**src/rtl/wb_pkg.sv**
```systemverilog
package wb_pkg;

    localparam int ADDR_W     = 32;  // linear address and eip
    localparam int SEG_W      = 16;  // segment selector
    localparam int LINE_BYTES = 16;  // one fetch line

    // operand size of a result, as encoded by decode
    typedef enum logic [1:0] {
        size_byte  = 2'd0,
        size_word  = 2'd1,
        size_dword = 2'd2,
        size_qword = 2'd3
    } wb_size_e;

    typedef enum logic [2:0] {
        flow_none     = 3'd0,
        flow_near     = 3'd1,  // eip only, cs unchanged
        flow_jmp_far  = 3'd2,
        flow_call_far = 3'd3,
        flow_ret_far  = 3'd4,
        flow_iret     = 3'd5
    } flow_op_e;

    // opcodes that reload cs and eip together
    function automatic logic is_far_flow(flow_op_e op);
        logic far;
        case (op)
            flow_jmp_far,
            flow_call_far,
            flow_ret_far,
            flow_iret: far = 1'b1;
            default:   far = 1'b0;
        endcase
        return far;
    endfunction

endpackage

```
**src/rtl/wb_result_slot.sv**
```systemverilog
module wb_result_slot import wb_pkg::*; #(
    parameter int DATA_W = 64
) (
    input  logic              clk,
    input  logic              rst,
    input  logic              valid,
    input  logic              wb,
    input  logic              is_reg,
    input  logic              load_eip,
    input  logic [DATA_W-1:0] data,
    input  logic [ADDR_W-1:0] dest,
    input  wb_size_e          size,
    output logic [DATA_W-1:0] res,
    output logic [ADDR_W-1:0] res_dest,
    output wb_size_e          res_size,
    output logic              reg_w,
    output logic              mem_w
);

    logic [DATA_W-1:0] data_sized;
    logic              reg_w_nxt;
    logic              mem_w_nxt;

    always_comb begin
        case (size)
            size_byte:  data_sized = DATA_W'(data[7:0]);
            size_word:  data_sized = DATA_W'(data[15:0]);
            size_dword: data_sized = DATA_W'(data[31:0]);
            default:    data_sized = data;
        endcase
    end

    assign reg_w_nxt = valid && wb && is_reg;
    assign mem_w_nxt = valid && wb && !is_reg && !load_eip;  // eip target is never stored

    always_ff @(posedge clk) begin
        if (rst) begin
            reg_w <= 1'b0;
            mem_w <= 1'b0;
        end else begin
            reg_w <= reg_w_nxt;
            mem_w <= mem_w_nxt;
        end
    end

    always_ff @(posedge clk) begin
        res      <= data_sized;
        res_dest <= dest;  // reg number or memory address
        res_size <= size;
    end

endmodule

```
**src/rtl/wb_store_select.sv**
```systemverilog
module wb_store_select import wb_pkg::*; #(
    parameter int NUM_SLOTS = 4,
    parameter int DATA_W    = 64
) (
    input  logic [NUM_SLOTS-1:0]                  slot_mem_w,
    input  logic [NUM_SLOTS*DATA_W-1:0]           slot_data,
    input  logic [NUM_SLOTS*ADDR_W-1:0]           slot_dest,
    input  logic [NUM_SLOTS*$bits(wb_size_e)-1:0] slot_size,
    output logic                                  mem_w,
    output logic [DATA_W-1:0]                     mem_data,
    output logic [ADDR_W-1:0]                     mem_adr,
    output wb_size_e                              mem_size,
    output logic                                  mem_conflict
);

    localparam int SIZE_W = $bits(wb_size_e);

    logic [NUM_SLOTS-1:0] req_low_cleared;

    // slot 1 sits in the low bits, walk downward so it wins
    always_comb begin
        mem_data = '0;
        mem_adr  = '0;
        mem_size = size_byte;
        for (int i = NUM_SLOTS - 1; i >= 0; i--) begin
            if (slot_mem_w[i]) begin
                mem_data = slot_data[i*DATA_W +: DATA_W];
                mem_adr  = slot_dest[i*ADDR_W +: ADDR_W];
                mem_size = wb_size_e'(slot_size[i*SIZE_W +: SIZE_W]);
            end
        end
    end

    assign mem_w = |slot_mem_w;

    // nonzero after dropping the lowest set bit means two or more stores
    assign req_low_cleared = slot_mem_w & (slot_mem_w - NUM_SLOTS'(1));
    assign mem_conflict    = |req_low_cleared;

endmodule

```
**src/rtl/wb_flow_ctrl.sv**
```systemverilog
module wb_flow_ctrl import wb_pkg::*; (
    input  logic              clk,
    input  logic              rst,
    input  logic              valid,
    input  flow_op_e          flow_op,
    input  logic              load_eip_res1,
    input  logic              load_eip_res2,
    input  logic              load_seg_res1,
    input  logic              load_seg_res2,
    input  logic [63:0]       res1_low,
    input  logic [63:0]       res2_low,
    input  logic              br_valid_in,
    input  logic              br_taken_in,
    input  logic              br_correct_in,
    input  logic [ADDR_W-1:0] br_target,
    input  logic [ADDR_W-1:0] br_fallthrough,
    input  logic [SEG_W-1:0]  cs_in,
    input  logic              ie_in,
    input  logic [3:0]        ie_type_in,
    input  logic              interrupt_in,
    output logic [ADDR_W-1:0] fip_e,
    output logic [ADDR_W-1:0] fip_o,
    output logic [ADDR_W-1:0] eip,
    output logic              br_valid,
    output logic              br_taken,
    output logic              br_correct,
    output logic [SEG_W-1:0]  cs,
    output logic              ld_eip,
    output logic              ld_eip_cs,
    output logic [SEG_W-1:0]  seg_reg1,
    output logic [SEG_W-1:0]  seg_reg2,
    output logic              load_seg1,
    output logic              load_seg2,
    output logic              ie_val,
    output logic [3:0]        ie_type
);

    localparam int LINE_OFS = $clog2(LINE_BYTES);

    logic              far_xfer;
    logic [ADDR_W-1:0] line_base;
    logic [ADDR_W-1:0] line_next;
    logic              line_odd;
    logic [SEG_W-1:0]  seg1_sel;

    assign far_xfer  = is_far_flow(flow_op);  // includes iret
    assign line_base = {br_target[ADDR_W-1:LINE_OFS], {LINE_OFS{1'b0}}};
    assign line_next = line_base + ADDR_W'(LINE_BYTES);
    assign line_odd  = br_target[LINE_OFS];

    // far pointer carries the selector right above eip
    assign seg1_sel = far_xfer ? res1_low[ADDR_W +: SEG_W] : res1_low[SEG_W-1:0];

    always_ff @(posedge clk) begin
        if (rst) begin
            br_valid  <= 1'b0;
            ld_eip    <= 1'b0;
            ld_eip_cs <= 1'b0;
            load_seg1 <= 1'b0;
            load_seg2 <= 1'b0;
            ie_val    <= 1'b0;
        end else begin
            br_valid  <= br_valid_in;
            ld_eip    <= valid && (load_eip_res1 || load_eip_res2);
            ld_eip_cs <= valid && far_xfer;
            load_seg1 <= valid && (load_seg_res1 || far_xfer);  // far transfer reloads cs
            load_seg2 <= valid && load_seg_res2;
            ie_val    <= ie_in || interrupt_in;  // not qualified by valid
        end
    end

    always_ff @(posedge clk) begin
        if (line_odd) begin
            fip_e <= line_next;
            fip_o <= line_base;
        end else begin
            fip_e <= line_base;
            fip_o <= line_next;
        end
        eip        <= br_taken_in ? br_target : br_fallthrough;
        br_taken   <= br_taken_in;
        br_correct <= br_correct_in;
        cs         <= cs_in;
        seg_reg1   <= seg1_sel;
        seg_reg2   <= res2_low[SEG_W-1:0];
        ie_type    <= {interrupt_in, ie_type_in[2:0]};  // msb marks external source
    end

endmodule

```
**src/rtl/writeback_top.sv**
```systemverilog
module writeback_top import wb_pkg::*; #(
    parameter int DATA_W    = 64,
    parameter int NUM_SLOTS = 4
) (
    input  logic              clk,
    input  logic              rst,
    input  logic              valid_in,
    input  logic [DATA_W-1:0] inp1,
    input  logic              inp1_is_reg,
    input  logic [ADDR_W-1:0] inp1_dest,
    input  wb_size_e          inp1_size,
    input  logic              inp1_wb,
    input  logic [DATA_W-1:0] inp2,
    input  logic              inp2_is_reg,
    input  logic [ADDR_W-1:0] inp2_dest,
    input  wb_size_e          inp2_size,
    input  logic              inp2_wb,
    input  logic [DATA_W-1:0] inp3,
    input  logic              inp3_is_reg,
    input  logic [ADDR_W-1:0] inp3_dest,
    input  wb_size_e          inp3_size,
    input  logic              inp3_wb,
    input  logic [DATA_W-1:0] inp4,
    input  logic              inp4_is_reg,
    input  logic [ADDR_W-1:0] inp4_dest,
    input  wb_size_e          inp4_size,
    input  logic              inp4_wb,
    input  flow_op_e          flow_op,
    input  logic              load_eip_res1,
    input  logic              load_eip_res2,
    input  logic              load_seg_res1,
    input  logic              load_seg_res2,
    input  logic              br_valid_in,
    input  logic              br_taken_in,
    input  logic              br_correct_in,
    input  logic [ADDR_W-1:0] br_target,
    input  logic [ADDR_W-1:0] br_fallthrough,
    input  logic [SEG_W-1:0]  cs_in,
    input  logic              ie_in,
    input  logic [3:0]        ie_type_in,
    input  logic              interrupt_in,
    output logic              valid_out,
    output logic [DATA_W-1:0] res1,
    output logic              res1_reg_w,
    output logic [ADDR_W-1:0] res1_dest,
    output wb_size_e          res1_size,
    output logic [DATA_W-1:0] res2,
    output logic              res2_reg_w,
    output logic [ADDR_W-1:0] res2_dest,
    output wb_size_e          res2_size,
    output logic [DATA_W-1:0] res3,
    output logic              res3_reg_w,
    output logic [ADDR_W-1:0] res3_dest,
    output wb_size_e          res3_size,
    output logic [DATA_W-1:0] res4,
    output logic              res4_reg_w,
    output logic [ADDR_W-1:0] res4_dest,
    output wb_size_e          res4_size,
    output logic              mem_w,
    output logic [DATA_W-1:0] mem_data,
    output logic [ADDR_W-1:0] mem_adr,
    output wb_size_e          mem_size,
    output logic              mem_conflict,
    output logic [ADDR_W-1:0] fip_e,
    output logic [ADDR_W-1:0] fip_o,
    output logic [ADDR_W-1:0] eip,
    output logic              br_valid,
    output logic              br_taken,
    output logic              br_correct,
    output logic [SEG_W-1:0]  cs,
    output logic              ld_eip,
    output logic              ld_eip_cs,
    output logic [SEG_W-1:0]  seg_reg1,
    output logic [SEG_W-1:0]  seg_reg2,
    output logic              load_seg1,
    output logic              load_seg2,
    output logic              ie_val,
    output logic [3:0]        ie_type
);

    logic                                  res1_mem_w;
    logic                                  res2_mem_w;
    logic                                  res3_mem_w;
    logic                                  res4_mem_w;
    logic [NUM_SLOTS-1:0]                  slot_mem_w;
    logic [NUM_SLOTS*DATA_W-1:0]           slot_data;
    logic [NUM_SLOTS*ADDR_W-1:0]           slot_dest;
    logic [NUM_SLOTS*$bits(wb_size_e)-1:0] slot_size;

    wb_result_slot #(.DATA_W(DATA_W)) u_slot1 (
        .clk,
        .rst,
        .valid    (valid_in),
        .wb       (inp1_wb),
        .is_reg   (inp1_is_reg),
        .load_eip (load_eip_res1),
        .data     (inp1),
        .dest     (inp1_dest),
        .size     (inp1_size),
        .res      (res1),
        .res_dest (res1_dest),
        .res_size (res1_size),
        .reg_w    (res1_reg_w),
        .mem_w    (res1_mem_w)
    );

    wb_result_slot #(.DATA_W(DATA_W)) u_slot2 (
        .clk,
        .rst,
        .valid    (valid_in),
        .wb       (inp2_wb),
        .is_reg   (inp2_is_reg),
        .load_eip (load_eip_res2),
        .data     (inp2),
        .dest     (inp2_dest),
        .size     (inp2_size),
        .res      (res2),
        .res_dest (res2_dest),
        .res_size (res2_size),
        .reg_w    (res2_reg_w),
        .mem_w    (res2_mem_w)
    );

    wb_result_slot #(.DATA_W(DATA_W)) u_slot3 (
        .clk,
        .rst,
        .valid    (valid_in),
        .wb       (inp3_wb),
        .is_reg   (inp3_is_reg),
        .load_eip (1'b0),  // only lanes 1 and 2 carry eip
        .data     (inp3),
        .dest     (inp3_dest),
        .size     (inp3_size),
        .res      (res3),
        .res_dest (res3_dest),
        .res_size (res3_size),
        .reg_w    (res3_reg_w),
        .mem_w    (res3_mem_w)
    );

    wb_result_slot #(.DATA_W(DATA_W)) u_slot4 (
        .clk,
        .rst,
        .valid    (valid_in),
        .wb       (inp4_wb),
        .is_reg   (inp4_is_reg),
        .load_eip (1'b0),
        .data     (inp4),
        .dest     (inp4_dest),
        .size     (inp4_size),
        .res      (res4),
        .res_dest (res4_dest),
        .res_size (res4_size),
        .reg_w    (res4_reg_w),
        .mem_w    (res4_mem_w)
    );

    // slot 1 in the low bits
    assign slot_mem_w = {res4_mem_w, res3_mem_w, res2_mem_w, res1_mem_w};
    assign slot_data  = {res4, res3, res2, res1};
    assign slot_dest  = {res4_dest, res3_dest, res2_dest, res1_dest};
    assign slot_size  = {res4_size, res3_size, res2_size, res1_size};

    wb_store_select #(
        .NUM_SLOTS (NUM_SLOTS),
        .DATA_W    (DATA_W)
    ) u_store_select (
        .slot_mem_w,
        .slot_data,
        .slot_dest,
        .slot_size,
        .mem_w,
        .mem_data,
        .mem_adr,
        .mem_size,
        .mem_conflict
    );

    wb_flow_ctrl u_flow_ctrl (
        .clk,
        .rst,
        .valid    (valid_in),
        .flow_op,
        .load_eip_res1,
        .load_eip_res2,
        .load_seg_res1,
        .load_seg_res2,
        .res1_low (inp1[63:0]),  // unsized operands, raw from execute
        .res2_low (inp2[63:0]),
        .br_valid_in,
        .br_taken_in,
        .br_correct_in,
        .br_target,
        .br_fallthrough,
        .cs_in,
        .ie_in,
        .ie_type_in,
        .interrupt_in,
        .fip_e,
        .fip_o,
        .eip,
        .br_valid,
        .br_taken,
        .br_correct,
        .cs,
        .ld_eip,
        .ld_eip_cs,
        .seg_reg1,
        .seg_reg2,
        .load_seg1,
        .load_seg2,
        .ie_val,
        .ie_type
    );

    always_ff @(posedge clk) begin
        if (rst) begin
            valid_out <= 1'b0;
        end else begin
            valid_out <= valid_in;
        end
    end

endmodule

```
**config.mk**
```make
export PLATFORM = sky130hd
export DESIGN_NAME = writeback_top
export DESIGN_NICKNAME = d
export VERILOG_FILES = /design/src/rtl/wb_pkg.sv /design/src/rtl/wb_result_slot.sv /design/src/rtl/wb_store_select.sv /design/src/rtl/wb_flow_ctrl.sv /design/src/rtl/writeback_top.sv
export SDC_FILE = /design/constraint.sdc
export NUM_CORES = 1
export LEC_CHECK = 0
export ABC_AREA = 1
export BUFFER_PORTS_ARGS = -buffer_cell sky130_fd_sc_hd__buf_2
export CORE_AREA = 2 2 443 445
export DETAILED_ROUTE_END_ITERATION = 10
export DIE_AREA = 0 0 445 447
export PLACE_DENSITY = 0.33
export SYNTH_ARGS = -nofsm -noshare
export SYNTH_HDL_FRONTEND = slang
export SYNTH_HIERARCHICAL = 1
export SYNTH_SLANG_ARGS = --single-unit
```
**constraint.sdc**
```tcl
create_clock -name clk -period 1.42 [get_ports clk]
set_input_delay 0.071 -clock clk [delete_from_list [all_inputs] [get_ports clk]]
set_output_delay 0.071 -clock clk [all_outputs]
set_load 0.01 [all_outputs]
```
Word level (Yosys, flattened, before mapping)
Index checks and enable logic that the tools add are counted.

storage, ports and cells
  bits in registers = 557
  input bits = 499
  output and inout port bits = 653

operators by class
  bitwise operators = 1
  mux-type cells = 21
  equality and inequality tests = 12
  add/sub/neg operators = 2
  reductions and logical operators = 34

operator list
  kind                                                 count
  case mux 64 bit (3 select lines)                     4
  two-way mux 64 bit                                   4
  two-way mux 32 bit                                   7
  adder 32 x 5 -> 32 bit, second input constant        1
  logical AND 1 bit                                    18
  two-way mux 16 bit                                   1
  OR reduction 4 bit                                   3
  equality test 2 x 1 -> 1 bit, second input constant  4
  equality test 2 bit, second input constant           4
  logical NOT 2 bit                                    4
  two-way mux 2 bit                                    4
  equality test 3 x 2 -> 1 bit, second input constant  2
  equality test 3 bit, second input constant           2
  logical NOT 1 bit                                    6
  bitwise AND 4 bit                                    1
  subtractor 4 x 1 -> 4 bit, second input constant     1
  logical OR 1 bit                                     3
  two-way mux 1 bit                                    1

Longest topological paths before layout
Gate-level depths: netlist of run 1.

  depth in word-level cells = 5
  mapped depth = 10
  gate-level depth less buffers = 10

By module
Netlist of run 1, hierarchy kept.

modules (own cells, without submodules)
  module           instances  cells each  area an instance (um2)
  wb_result_slot   4          227         2605.0
  wb_flow_ctrl     1          472         4824.6
  wb_store_select  1          868         3631.0
  writeback_top    1          4           33.8

Least setup slack after synthesis of run 1
Ideal clock, no wire load.

  kind = in2reg
  start point = in br_target[4]
  end point = reg u_flow_ctrl.fip_o[5]
  data arrival time = 1.027 ns
  cell stages on the path = 5
  path slack = 0.270 ns
  path buffers = 2
  setup time = 0.123 ns
  cell sequence = buf_4 clkinv_1 buf_2 ha_1 or2_2

on the way
  word-level cells in the longest chain between the ends = 2

RTL lines
  item                    line                 RTL
  start, declared         writeback_top.sv:36  input logic [ADDR_W-1:0] br_target,
  adder 32 x 5 -> 32 bit  wb_flow_ctrl.sv:48   assign line_next = line_base + ADDR_W'(LINE_BYTES);
  two-way mux 32 bit *    wb_flow_ctrl.sv:73   if (line_odd) begin
  end signal, assigned    wb_flow_ctrl.sv:75   fip_o <= line_base;
  end signal, assigned    wb_flow_ctrl.sv:78   fip_o <= line_next;
  end, declared           wb_flow_ctrl.sv:22   output logic [ADDR_W-1:0] fip_o,

Mark *: on every way between the ends. The rest lies on a longest branch, timed or not.
A chain may end at the register's enable or synchronous reset.

Worst setup path in the final report of run 1
  start point = reg u_slot3.mem_w
  end point = out mem_data[23]

on the way
  word-level cells in the longest chain between the ends = 3

RTL lines
  item                              line                   RTL
  start, declared                   wb_result_slot.sv:17   output logic mem_w
  start signal, assigned            wb_result_slot.sv:42   mem_w <= mem_w_nxt;
  two-way mux 64 bit (3 in series)  wb_store_select.sv:26  if (slot_mem_w[i]) begin
  end, declared                     writeback_top.sv:60    output logic [DATA_W-1:0] mem_data,

Every way passes these cells.

==> results of run 1 <==
[registers in the layout, indices dropped and copies added (netlist names), 4 cells and up]
signal	cells
u_flow_ctrl/cs	16
u_flow_ctrl/eip	32
u_flow_ctrl/fip_e	28
u_flow_ctrl/fip_o	28
u_flow_ctrl/ie_type	4
u_flow_ctrl/seg_reg1	16
u_flow_ctrl/seg_reg2	16
u_slot1/res	64
u_slot1/res_dest	32
u_slot2/res	64
u_slot2/res_dest	32
u_slot3/res	64
u_slot3/res_dest	32
u_slot4/res	64
u_slot4/res_dest	32
[path summary, 6_finish.rpt]
| check | end | start | cells after the start | slack (ps) |
|---|---|---|---|---|
| max | mem_data[23] | u_slot3/mem_w$_SDFF_PP0_ | 9 | -730 |
| min | u_slot1/res_dest[12]$_DFF_P_ | inp1_dest[12] | 2 | 90 |
[per-layer routing]
layer  up-vias  GRT usage  part of all wire
met1     10815      0.138              0.36
met5         -          0          0.000088
met2       898      0.248              0.53
met4         2     0.0515             0.041
met3       217     0.0315             0.060
li1      11052          -                 -
[synth_stat cells, drive strengths merged]
library cell | instances | share of area
conb | 3 | 0.00060
buf | 109 | 0.039
a21oi | 111 | 0.029
xor2 | 8 | 0.0041
o21ai | 16 | 0.0042
nand3b | 3 | 0.0012
nand4 | 3 | 0.00099
nor2 | 419 | 0.10
o21bai | 1 | 0.00040
dfxtp | 549 | 0.58
nand2 | 569 | 0.12
clkinv | 1 | 0.00020
inv | 263 | 0.052
xnor2 | 9 | 0.0052
clkbuf | 20 | 0.0040
ha | 2 | 0.0013
or2 | 1 | 0.00033
nand3 | 127 | 0.034
mux2 | 36 | 0.021
nor3 | 2 | 0.00053
[report_power, final]
part | internal (uW) | switching, uW | leakage, uW
Sequential | 16300 | 640 | 0.00463
Clock | 12500 | 7870 | 0.00130
Combinational | 3480 | 3060 | 0.0146
Total | 32300 | 11600 | 0.0205
[cell type report]
class / instances / share of cell area
clock buffer: 108 / 0.0547
antenna: 5 / 0.000297
multi-input combinational: 1319 / 0.169
tap: 2542 / 0.0754
timing repair buffer: 2171 / 0.404
clock inverter: 24 / 0.00751
sequential: 549 / 0.266
inverter: 264 / 0.0237
[cells by family after synthesis]
family	Yosys count	synth area share
flops	549	0.581
fa+ha+maj	2	0.00132
simple gates	1124	0.257
buf+inv	393	0.0955
compound gates	128	0.0340
xor+xnor	17	0.00926
mux	36	0.0214
other cells	3	0.000595
[critical path, stage by stage (launching register included)]
cell,delay [ps]
dfxtp_4,420
inv_8,60
buf_12,130
buf_12,150
buf_12,140
nand3_1,70
nand2_1,80
nand2_1,100
nand2_2,90
buf_6,130
[through the flow]
| stage | setup TNS (ps) | total power [uW] | worst slack (ps) |
|---|---|---|---|
| finish | -62630 | 43800 | -728 |
| global route | -78200 | 45800 | -893 |
| CTS | -76750 | 44700 | -871 |
| detailed placement | -2740 | 21600 | -395 |
| global placement | -2860 | 21600 | -405 |
| floorplan | 0 | 18600 | 270 |
[timing repair]
action / 4_1_cts / 5_1_grt
cloned: 4 / 2
endpoints found under the hold margin: 547 / 5
endpoints found under the setup margin: 205 / 128
hold buffers: 831 / 1
pin swaps: 42 / 49
gates resized for setup: 434 / 161
buffers inserted: 22 / 14
==> summary.txt, run 1 <==
Run status
  • Status: complete, but fails checks
  • Violated checks: setup timing

Place
  • Gpl congestion: about 0.86
  • Placed cell count: 5987
  • PortBufs: between 1000 and 1500
  • DP HPWL: between 100 and 150 mm
  • Dpl cell area: just under 30000 sq um

Routing
  • Via Count: 22984
  • Drt first pass iters: 7
  • DRT iter0 DRCs: ~1100
  • Wirelength per Cell: roughly 20 um
  • WL final: around 140 mm
  • DRC viols: 0
  • Vias/cell: roughly 3.3
  • Post-route ant nets: 0

Synth
  • Synth Cell Area: about 19000 sq um
  • Avg Inst Size Synth: about 8.4 sq um
  • Mapped Cells: 2252
  • Synth Warn #: 6
  • Unique masters post-synth: 31
  • Register area share after synthesis: 0.581
  • Register bit total from synthesis: roughly 550

STA
  • Worst hold margin: ~85 ps
  • Ratio of final minimum period to clock period: 1.51
  • Fin. max-slew vios: 0
  • Final setup viols: between 100 and 150
  • Fmax achieved: 465 MHz
  • Setup WS post-layout: -728 ps
  • Hold Vio Cnt, Final: 0
  • Crit path time final: between 2000 and 2500 ps
  • RSZ-0062 raised after global routing: yes

Worst setup path
  • Worst-path maximum fanout: 7
  • WP data required: between 1000 and 1500 ps
  • Kind of critical path: reg2out
  • Worst Path Arrival: approximately 2100 ps
  • Worst setup SP type: flop
  • Worst Setup End Kind: output pin

Finish
  • Share of cells above drive strength 1: 0.442
  • Fillcell total: 21591
  • Area of the multi-input gates: just over 7000 sq um
  • Area grow syn2layout: 123%
  • Cell area after layout: around 42000 sq um
  • Commonest non-fill, non-tap cell in the layout: buf_2
  • # nets final: around 5000
  • Commonest non-fill, non-tap cells in the layout: buf_2, dlygate4sd3_1, nand2_1, dfxtp_1, inv_1
  • Sequential Area: 11200 sq um
  • Final std cells w/o fill: ~7000
  • Fin util: 0.217

Clock network
  • Total CTS buffers: 75
  • CTS Buffer Depth: 3
  • Clk sink count: about 550
  • H-tree depth: 3
  • Clk pin slew, worst setup/hold paths: about 60 ps
  • CTS Root Cell: clkbuf_16
  • CTS tree: done

Power
  • Pwr dens: 1040 nW/um^2
  • VDD IR-drop max: ~0.85 mV
  • LEAKAGE: ~0.021 uW

Floorplan
  • Site Rows: 162
  • Die width: roughly 450 um
  • Core box area: just under 200000 sq um
  • I/O pin cnt: approximately 1200
  • Initial Utilization: 0.0974
  • Die area: ~200000 sq um
  • Die Y-Extent: between 400 and 500 um

Global routing
  • Vias in the first global route: ~24000
  • Overall routing resource usage: 0.131
  • First-pass GRT wire length: ~180 mm
  • GR Overflow Total: 0
  • Initial antenna violation count: 10
  • Largest net degree at the start of global routing: just under 60

Flow run
  • Max Cap Viol: 0

Min path
  • Hold WC Path Type: in2reg
Note: power is estimated with default switching activity, not from simulation.
==> inputs of run 2 (changes only) <==
Settings changed: BUFFER_PORTS_ARGS -buffer_cell sky130_fd_sc_hd__buf_2 to default, CORE_AREA 2 2 443 445 to 2 2 444 446, DIE_AREA 0 0 445 447 to 0 0 446 448, DONT_BUFFER_PORTS from default to 1, PLACE_DENSITY 0.33 to 0.3.
Clock period 1.42 ns to 2.6 ns, I/O delays scaled along.
==> summary.txt, run 2 (synthesized netlist as in run 1, its figures left out) <==
Worst setup path
  • WP data required: 3170 ps (+1820 ps)
  • Slowest CP cell: dlygate4sd3_1
  • WP buf/inv: 3 (-2)
  • Critical-path cell list: dlygate4sd3_1 > ha_1 > nand2_1 > nor2_2 > nand2_4 > nor2_4 > nand2_1 > nand2_1 > nand2_1 > nand2_1 > dlygate4sd3_1 > nand2_1 > dlygate4sd3_1
  • Worst setup SP type: input pin
  • CP dominant cell by count: nand2_1
  • Worst-path maximum fanout: 5 (-2)
  • Worst Setup End Kind: flop
  • Family with the most delay on the worst path: buffers and inverters
  • Worst Path Arrival: 3060 ps (+980 ps)
  • Slowest Stage Delay on Critical Path: 700 ps (+280 ps)
  • Kind of critical path: in2reg

Place
  • Gpl congestion: 0.866 (+1.1%)
  • PortBufs: 0 (-100%)
  • DP HPWL: 113 mm (+5.2%)
  • Pre-CTS WS: 762 ps (+1160 ps)

STA
  • Fin. max-slew vios: 0 (unchanged)
  • RSZ-0062 raised after global routing: no
  • Crit path time final: 2500 ps
  • Worst slew pin tran: ~840 ps
  • Hold Vio Cnt, Final: 0 (unchanged)
  • Slew headroom: 0.437
  • Final setup viols: 0 (-100%)
  • Setup WS post-layout: 104 ps (+833 ps)
  • Ratio of final minimum period to clock period: 0.960
  • Setup tns final: 0 ps (+62630 ps)
  • Fmax achieved: between 400 and 500 MHz

Global routing
  • Initial antenna violation count: 31 (+21)
  • First-pass GRT wire length: 184 mm (+1.8%)
  • Overall routing resource usage: 0.139 (+0.00827)
  • Vias in the first global route: 18982 (-20%)
  • GR Overflow Total: 0 (unchanged)
  • Largest net degree at the start of global routing: 47 (-19%)

Run status
  • Status: completed

Floorplan
  • Die Y-Extent: 448 um (+0.22%)
  • I/O pin cnt: 1152 (unchanged)
  • Die area: 200000 sq um (+0.45%)
  • Initial Utilization: 0.0972 (-0.000203)
  • Site Rows: 162 (unchanged)
  • Core box area: 195000 sq um (+0.21%)
  • Die width: 446 um (+0.22%)

Routing
  • DRT iter0 DRCs: 1433 (+36%)
  • Via Count: 18706 (-19%)
  • Met3 wire length: 14.1 mm (+71%)
  • DRC viols: 0 (unchanged)
  • Wirelength per Cell: 25.7 um (+31%)
  • Routed met2 length: 72.9 mm (-0.58%)
  • Drt first pass iters: 5 (-2)
  • WL final: 146 mm (+6.7%)
  • Post-route ant nets: 0 (unchanged)
  • Top sig layer: met5
  • Vias/cell: 3.29 (-0.15%)
  • M1 WL: 53.4 mm (+6.9%)

Finish
  • Share of cells above drive strength 1: 0.117 (-0.325)
  • Area grow syn2layout: 73.0%
  • Fin util: 0.168 (-0.0490)
  • # nets final: 3589 (-26%)
  • Commonest non-fill, non-tap cell in the layout: dlygate4sd3_1
  • Fillcell total: 21831 (+1.1%)
  • Commonest non-fill, non-tap cells in the layout: dlygate4sd3_1, nand2_1, dfxtp_1, nor2_1, inv_1

Power
  • VDD IR-drop max: 0.436 mV (-49%)
  • LEAKAGE: 0.0143 uW (-30%)
  • Total power: 22500 uW (-49%)
  • Pwr dens: 687 nW/um^2 (-34%)

Flow run
  • Max Cap Viol: 0 (unchanged)

Clock network
  • Clk sink count: 549 (unchanged)
  • CTS tree: done
  • H-tree depth: 3 (unchanged)
  • CTS Buffer Depth: 3 (unchanged)
  • CTS Root Cell: clkbuf_16
  • Total CTS buffers: 73 (-2.7%)
  • Clk pin slew, worst setup/hold paths: 60 ps (about the same)

Min path
  • Hold WC Path Type: in2reg
  • Hold wc startpoint: inp2_size[1]
  • Hold EP: u_slot2/res[63]$_DFF_P_
  • Hold Path Depth: 2 (unchanged)
## run 2: timing repair
action	in CTS	in global routing
resized for setup	5	3
endpoints found under the setup margin	21	5
hold buffers	839	0
buffers inserted	2	0
hold endpoints to repair	547	0
## run 2: worst max path at each step
stage / depth (start not counted) / startpoint / end
5_1_grt: 6 / u_slot3/mem_w$_SDFF_PP0_ / mem_data[21]
4_1_cts: 6 / u_slot3/mem_w$_SDFF_PP0_ / mem_data[21]
2_1_floorplan: 5 / br_target[4] / u_flow_ctrl/fip_o[5]$_DFF_P_
6_report: 13 / br_target[5] / u_flow_ctrl/fip_e[24]$_DFF_P_
3_3_place_gp: 7 / u_slot3/mem_w$_SDFF_PP0_ / mem_data[38]
3_5_place_dp: 6 / u_slot2/mem_w$_SDFF_PP0_ / mem_data[15]
## run 2: layer usage
metal,vias up,GRT usage
met3,217,0.0538
li1,8455,-
met1,9073,0.151
met5,-,0
met2,959,0.243
met4,2,0.0549
## run 2: metrics by stage
stage	instances	instance area, sq um	hold slack (ps)
after floorplan	2261	18900	158
after global placement	4715	21800	158
after detailed placement	4715	21800	158
after CTS	5687	32700	1.56
after global routing	5688	32700	26.5
final	5691	32700	69.8
## run 2: final cells by class
| class | count | area, sq um | share of cell area |
|---|---|---|---|
| well taps | 2542 | 3180 | 0.0972 |
| repair buffers | 881 | 8940 | 0.273 |
| clock inverters | 41 | 414 | 0.0127 |
| inverters | 264 | 1010 | 0.0309 |
| diodes | 5 | 12.5 | 0.000382 |
| multi-input cells | 1319 | 6150 | 0.188 |
| flip-flops and latches | 549 | 11000 | 0.336 |
| clock buffers | 90 | 2000 | 0.0612 |
## run 2: power breakdown
| group | switching [uW] | internal, uW |
|---|---|---|
| clock network | 4520 | 6030 |
| logic | 1010 | 1130 |
| registers | 899 | 8890 |
| total | 6430 | 16000 |
==> inputs of run 3 (changes only) <==
Settings changed: CORE_AREA 2 2 444 446 to 2 2 454 456, DIE_AREA 0 0 446 448 to 0 0 456 458, SYNTH_HIERARCHICAL 1 to default.
==> summary.txt, run 3 <==
Clock network
  • CTS Root Cell: clkbuf_16
  • Clk pin slew, worst setup/hold paths: 60 ps (about the same)
  • CTS tree: done
  • Clk sink count: 541 (-1.5%)
  • Total CTS buffers: 71 (-2.7%)
  • CTS Buffer Depth: 3 (unchanged)
  • H-tree depth: 3 (unchanged)

Worst setup path
  • Worst-path maximum fanout: 7 (+2)
  • Kind of critical path: reg2out
  • Worst Path Arrival: 2340 ps (-720 ps)
  • Worst setup SP type: flop
  • WP data required: 2470 ps (-700 ps)
  • Worst Setup End Kind: output pin

STA
  • Setup WS post-layout: 128 ps (+23.6 ps)
  • Crit path time final: 2470 ps (-23.6 ps)
  • Ratio of final minimum period to clock period: 0.951 (-0.00909)
  • Final setup viols: 0 (unchanged)
  • Fin. max-slew vios: 0 (unchanged)
  • Hold Vio Cnt, Final: 0 (unchanged)
  • Fmax achieved: 405 MHz (+0.96%)
  • Worst slew pin tran: 1000 ps (+155 ps)
  • RSZ-0062 raised after global routing: yes
  • Slew headroom: 0.331 (-0.106)

Synth
  • Largest family of logic cells by synthesized area: simple AND/OR/NAND/NOR gates
  • Synth Warn #: 0 (-6)
  • Main flop type after synthesis: dfxtp_1
  • Post-Synth XOR/XNOR Area: 0.00699 (-0.00227)
  • Count leader, synth: dfxtp_1
  • Yosys top cell by area: dfxtp_1
  • Synth Cell Area: 17500 sq um (-7.3%)
  • Share of synthesized registers carrying an async set or reset: 0 (unchanged)
  • Simple-Gate Fraction of Synth Area: 0.168 (-0.0891)
  • Adder-cell share of the synthesized area: 0.00143 (+0.000104)
  • Mux contribution to synthesized area: 0.00771 (-0.0137)
  • Share of the synthesized area in the top cell type: 0.618 (+0.0366)
  • Top post-synthesis cells by area: dfxtp_1, nand2_1, inv_1, o21ai_0, nor2_1
  • Register area share after synthesis: 0.618 (+0.0366)
  • Mapped Cells: 2066 (-8.3%)
  • Post-synth EDFFs: 0 (unchanged)
  • Register bit total from synthesis: 541 (-1.5%)
  • Post-synthesis compound-gate area fraction: 0.101 (+0.0668)
  • Synth top cells by count: dfxtp_1, nand2_1, inv_1
  • Unique masters post-synth: 36 (+16%)
  • Avg Inst Size Synth: 8.49 sq um (+1.1%)

Power
  • Reg power frac: 0.447 (+0.011)
  • Switching share of power: 0.286 (+0.000341)
  • Clock network fraction of total power: 0.451 (-0.018)
  • Pwr dens: 668 nW/um^2 (-2.7%)
  • Internal power: 15400 uW (-3.8%)
  • Total power: 21600 uW (-3.8%)
  • VDD IR-drop max: 0.430 mV (-1.4%)
  • LEAKAGE: 0.0138 uW (-3.8%)
  • Net Sw Power: 6190 uW (-3.7%)
  • Part of the power in combinational logic: 0.102 (+0.007)

Routing
  • Vias/cell: 3.15 (-4.2%)
  • WL final: 145 mm (-0.53%)
  • DRT iter0 DRCs: 1100 (-23%)
  • Wirelength per Cell: 25.4 um (-1.1%)
  • Drt first pass iters: 7 (+2)
  • Post-route ant nets: 0 (unchanged)
  • Via Count: 18028 (-3.6%)
  • DRC viols: 0 (unchanged)

Run status
  • Status: completed

Floorplan
  • Die Y-Extent: 458 um (+2.2%)
  • Die area: 209000 sq um (+4.5%)
  • Initial Utilization: 0.0860 (-0.0111)
  • Die width: 456 um (+2.2%)
  • Core box area: 204000 sq um (+4.7%)
  • Site Rows: 166 (+2.5%)
  • I/O pin cnt: 1152 (unchanged)

Finish
  • Fin util: 0.159 (-0.00930)
  • Area grow syn2layout: 84.6%
  • Sequential Area: 10800 sq um (-1.5%)
  • Commonest non-fill, non-tap cells in the layout: dlygate4sd3_1, dfxtp_1, nand2_1, inv_1, nor2_1
  • # nets final: 3477 (-3.1%)
  • Biggest regs: u_slot1.res (64), u_slot3.res (64), u_slot4.res (64)
  • Commonest non-fill, non-tap cell in the layout: dlygate4sd3_1
  • Share of cells above drive strength 1: 0.107 (-0.0105)
  • Cell area after layout: 32400 sq um (-1.1%)
  • Area of the multi-input gates: 5150 sq um (-16%)
  • Fillcell total: 22924 (+5.0%)

Place
  • DP HPWL: 113 mm (+0.22%)
  • Dpl cell area: 21200 sq um (-2.4%)
  • Pre-CTS WS: 411 ps (-351 ps)
  • Gpl congestion: 0.922 (+6.4%)
  • PortBufs: 0 (unchanged)

Global routing
  • Largest net degree at the start of global routing: 75 (+60%)
  • Initial antenna violation count: 26 (-16%)
  • Vias in the first global route: 18790 (-1.0%)
  • GR Overflow Total: 0 (unchanged)
  • Overall routing resource usage: 0.133 (-0.00611)
  • First-pass GRT wire length: 185 mm (+0.34%)

Min path
  • Hold WC Path Type: in2reg

Flow run
  • Max Cap Viol: 0 (unchanged)
run 3: changes by cell type in the layout (fill, tap and decap cells not counted), sizes merged, moves of 9 or more:
cell / previous run / this run
mux2: 36 / 12
buf: 48 / 143
diode: 5 / 14
nand3: 127 / 24
clkbuf: 90 / 99
nor2: 419 / 226
o21ai: 16 / 232
nand2: 569 / 489
dlygate4sd3: 832 / 808
run 3: final cells by class:
cell class,instances,share of cell area
Inverter,265,0.0316
Timing Repair Buffer,955,0.298
Sequential cell,541,0.335
Timing Repair inverter,2,0.00143
Clock inverter,24,0.00905
Clock buffer,95,0.0611
Tap cell,2688,0.104
Antenna cell,14,0.00108
Multi-Input combinational cell,1140,0.159
run 3: logic make-up after synthesis:
| kind of cell | Yosys count |
|---|---|
| xor gates and xnor gates | 14 |
| buffers and inverters | 393 |
| AOI/OAI and AO/OA | 352 |
| DFF | 541 |
| and+or+nand+nor | 750 |
| muxes | 12 |
| adders and majority gates | 2 |
| other | 2 |
run 3: worst max-delay path: stages, from the launching register on:
cell	delay [ps]
dfxtp_4	380
inv_6	80
nand2_8	110
inv_16	120
buf_16	150
buf_12	120
nand2_1	70
nand2_2	120
o21ai_0	140
o21ai_1	140
buf_4	150
run 3: power groups by stage:
stage	combinational (uW)	sequential (uW)	clock (uW)
finish	2210	9660	9740
global placement	972	9890	0
CTS	2220	9700	10100
floorplan	556	9360	0
detailed placement	971	9870	0
global route	2380	9710	10400
run 3: path summary, 6_finish.rpt:
path	slack, ps	endpoint	startpoint	cells past startpoint
worst max-delay path	130	mem_data[32]	u_slot3.mem_w$_SDFF_PP0_	10
worst min-delay path	70	u_slot2.res[63]$_DFF_P_	inp2_size[1]	2
run 3: what timing repair did:
action                                 in CTS  in global routing
pin swaps                                   8                  7
resized for setup                          78                 28
setup buffers                              16                  5
setup endpoints to repair                  67                 53
endpoints found under the hold margin     539                  0
cloned                                      5                  4
hold buffers                              814                  0
run 3: per-stage QoR:
step,setup TNS (ps),instances,hold WS (ps)
after floorplan,0,2074,158
after global placement,0,4748,158
after detailed placement,0,4748,158
after CTS,-165,5702,0.452
after global routing,-54.4,5717,12.1
final,0,5724,66.6
run 3: per-layer routing:
layer  vias to the layer above  GRT usage  part of all wire
li1                       8161          -                 -
met1                      8727      0.138              0.36
met2                       927      0.241              0.52
met3                       213     0.0510             0.088
met4                         0     0.0507             0.039
met5                         -          0                 0
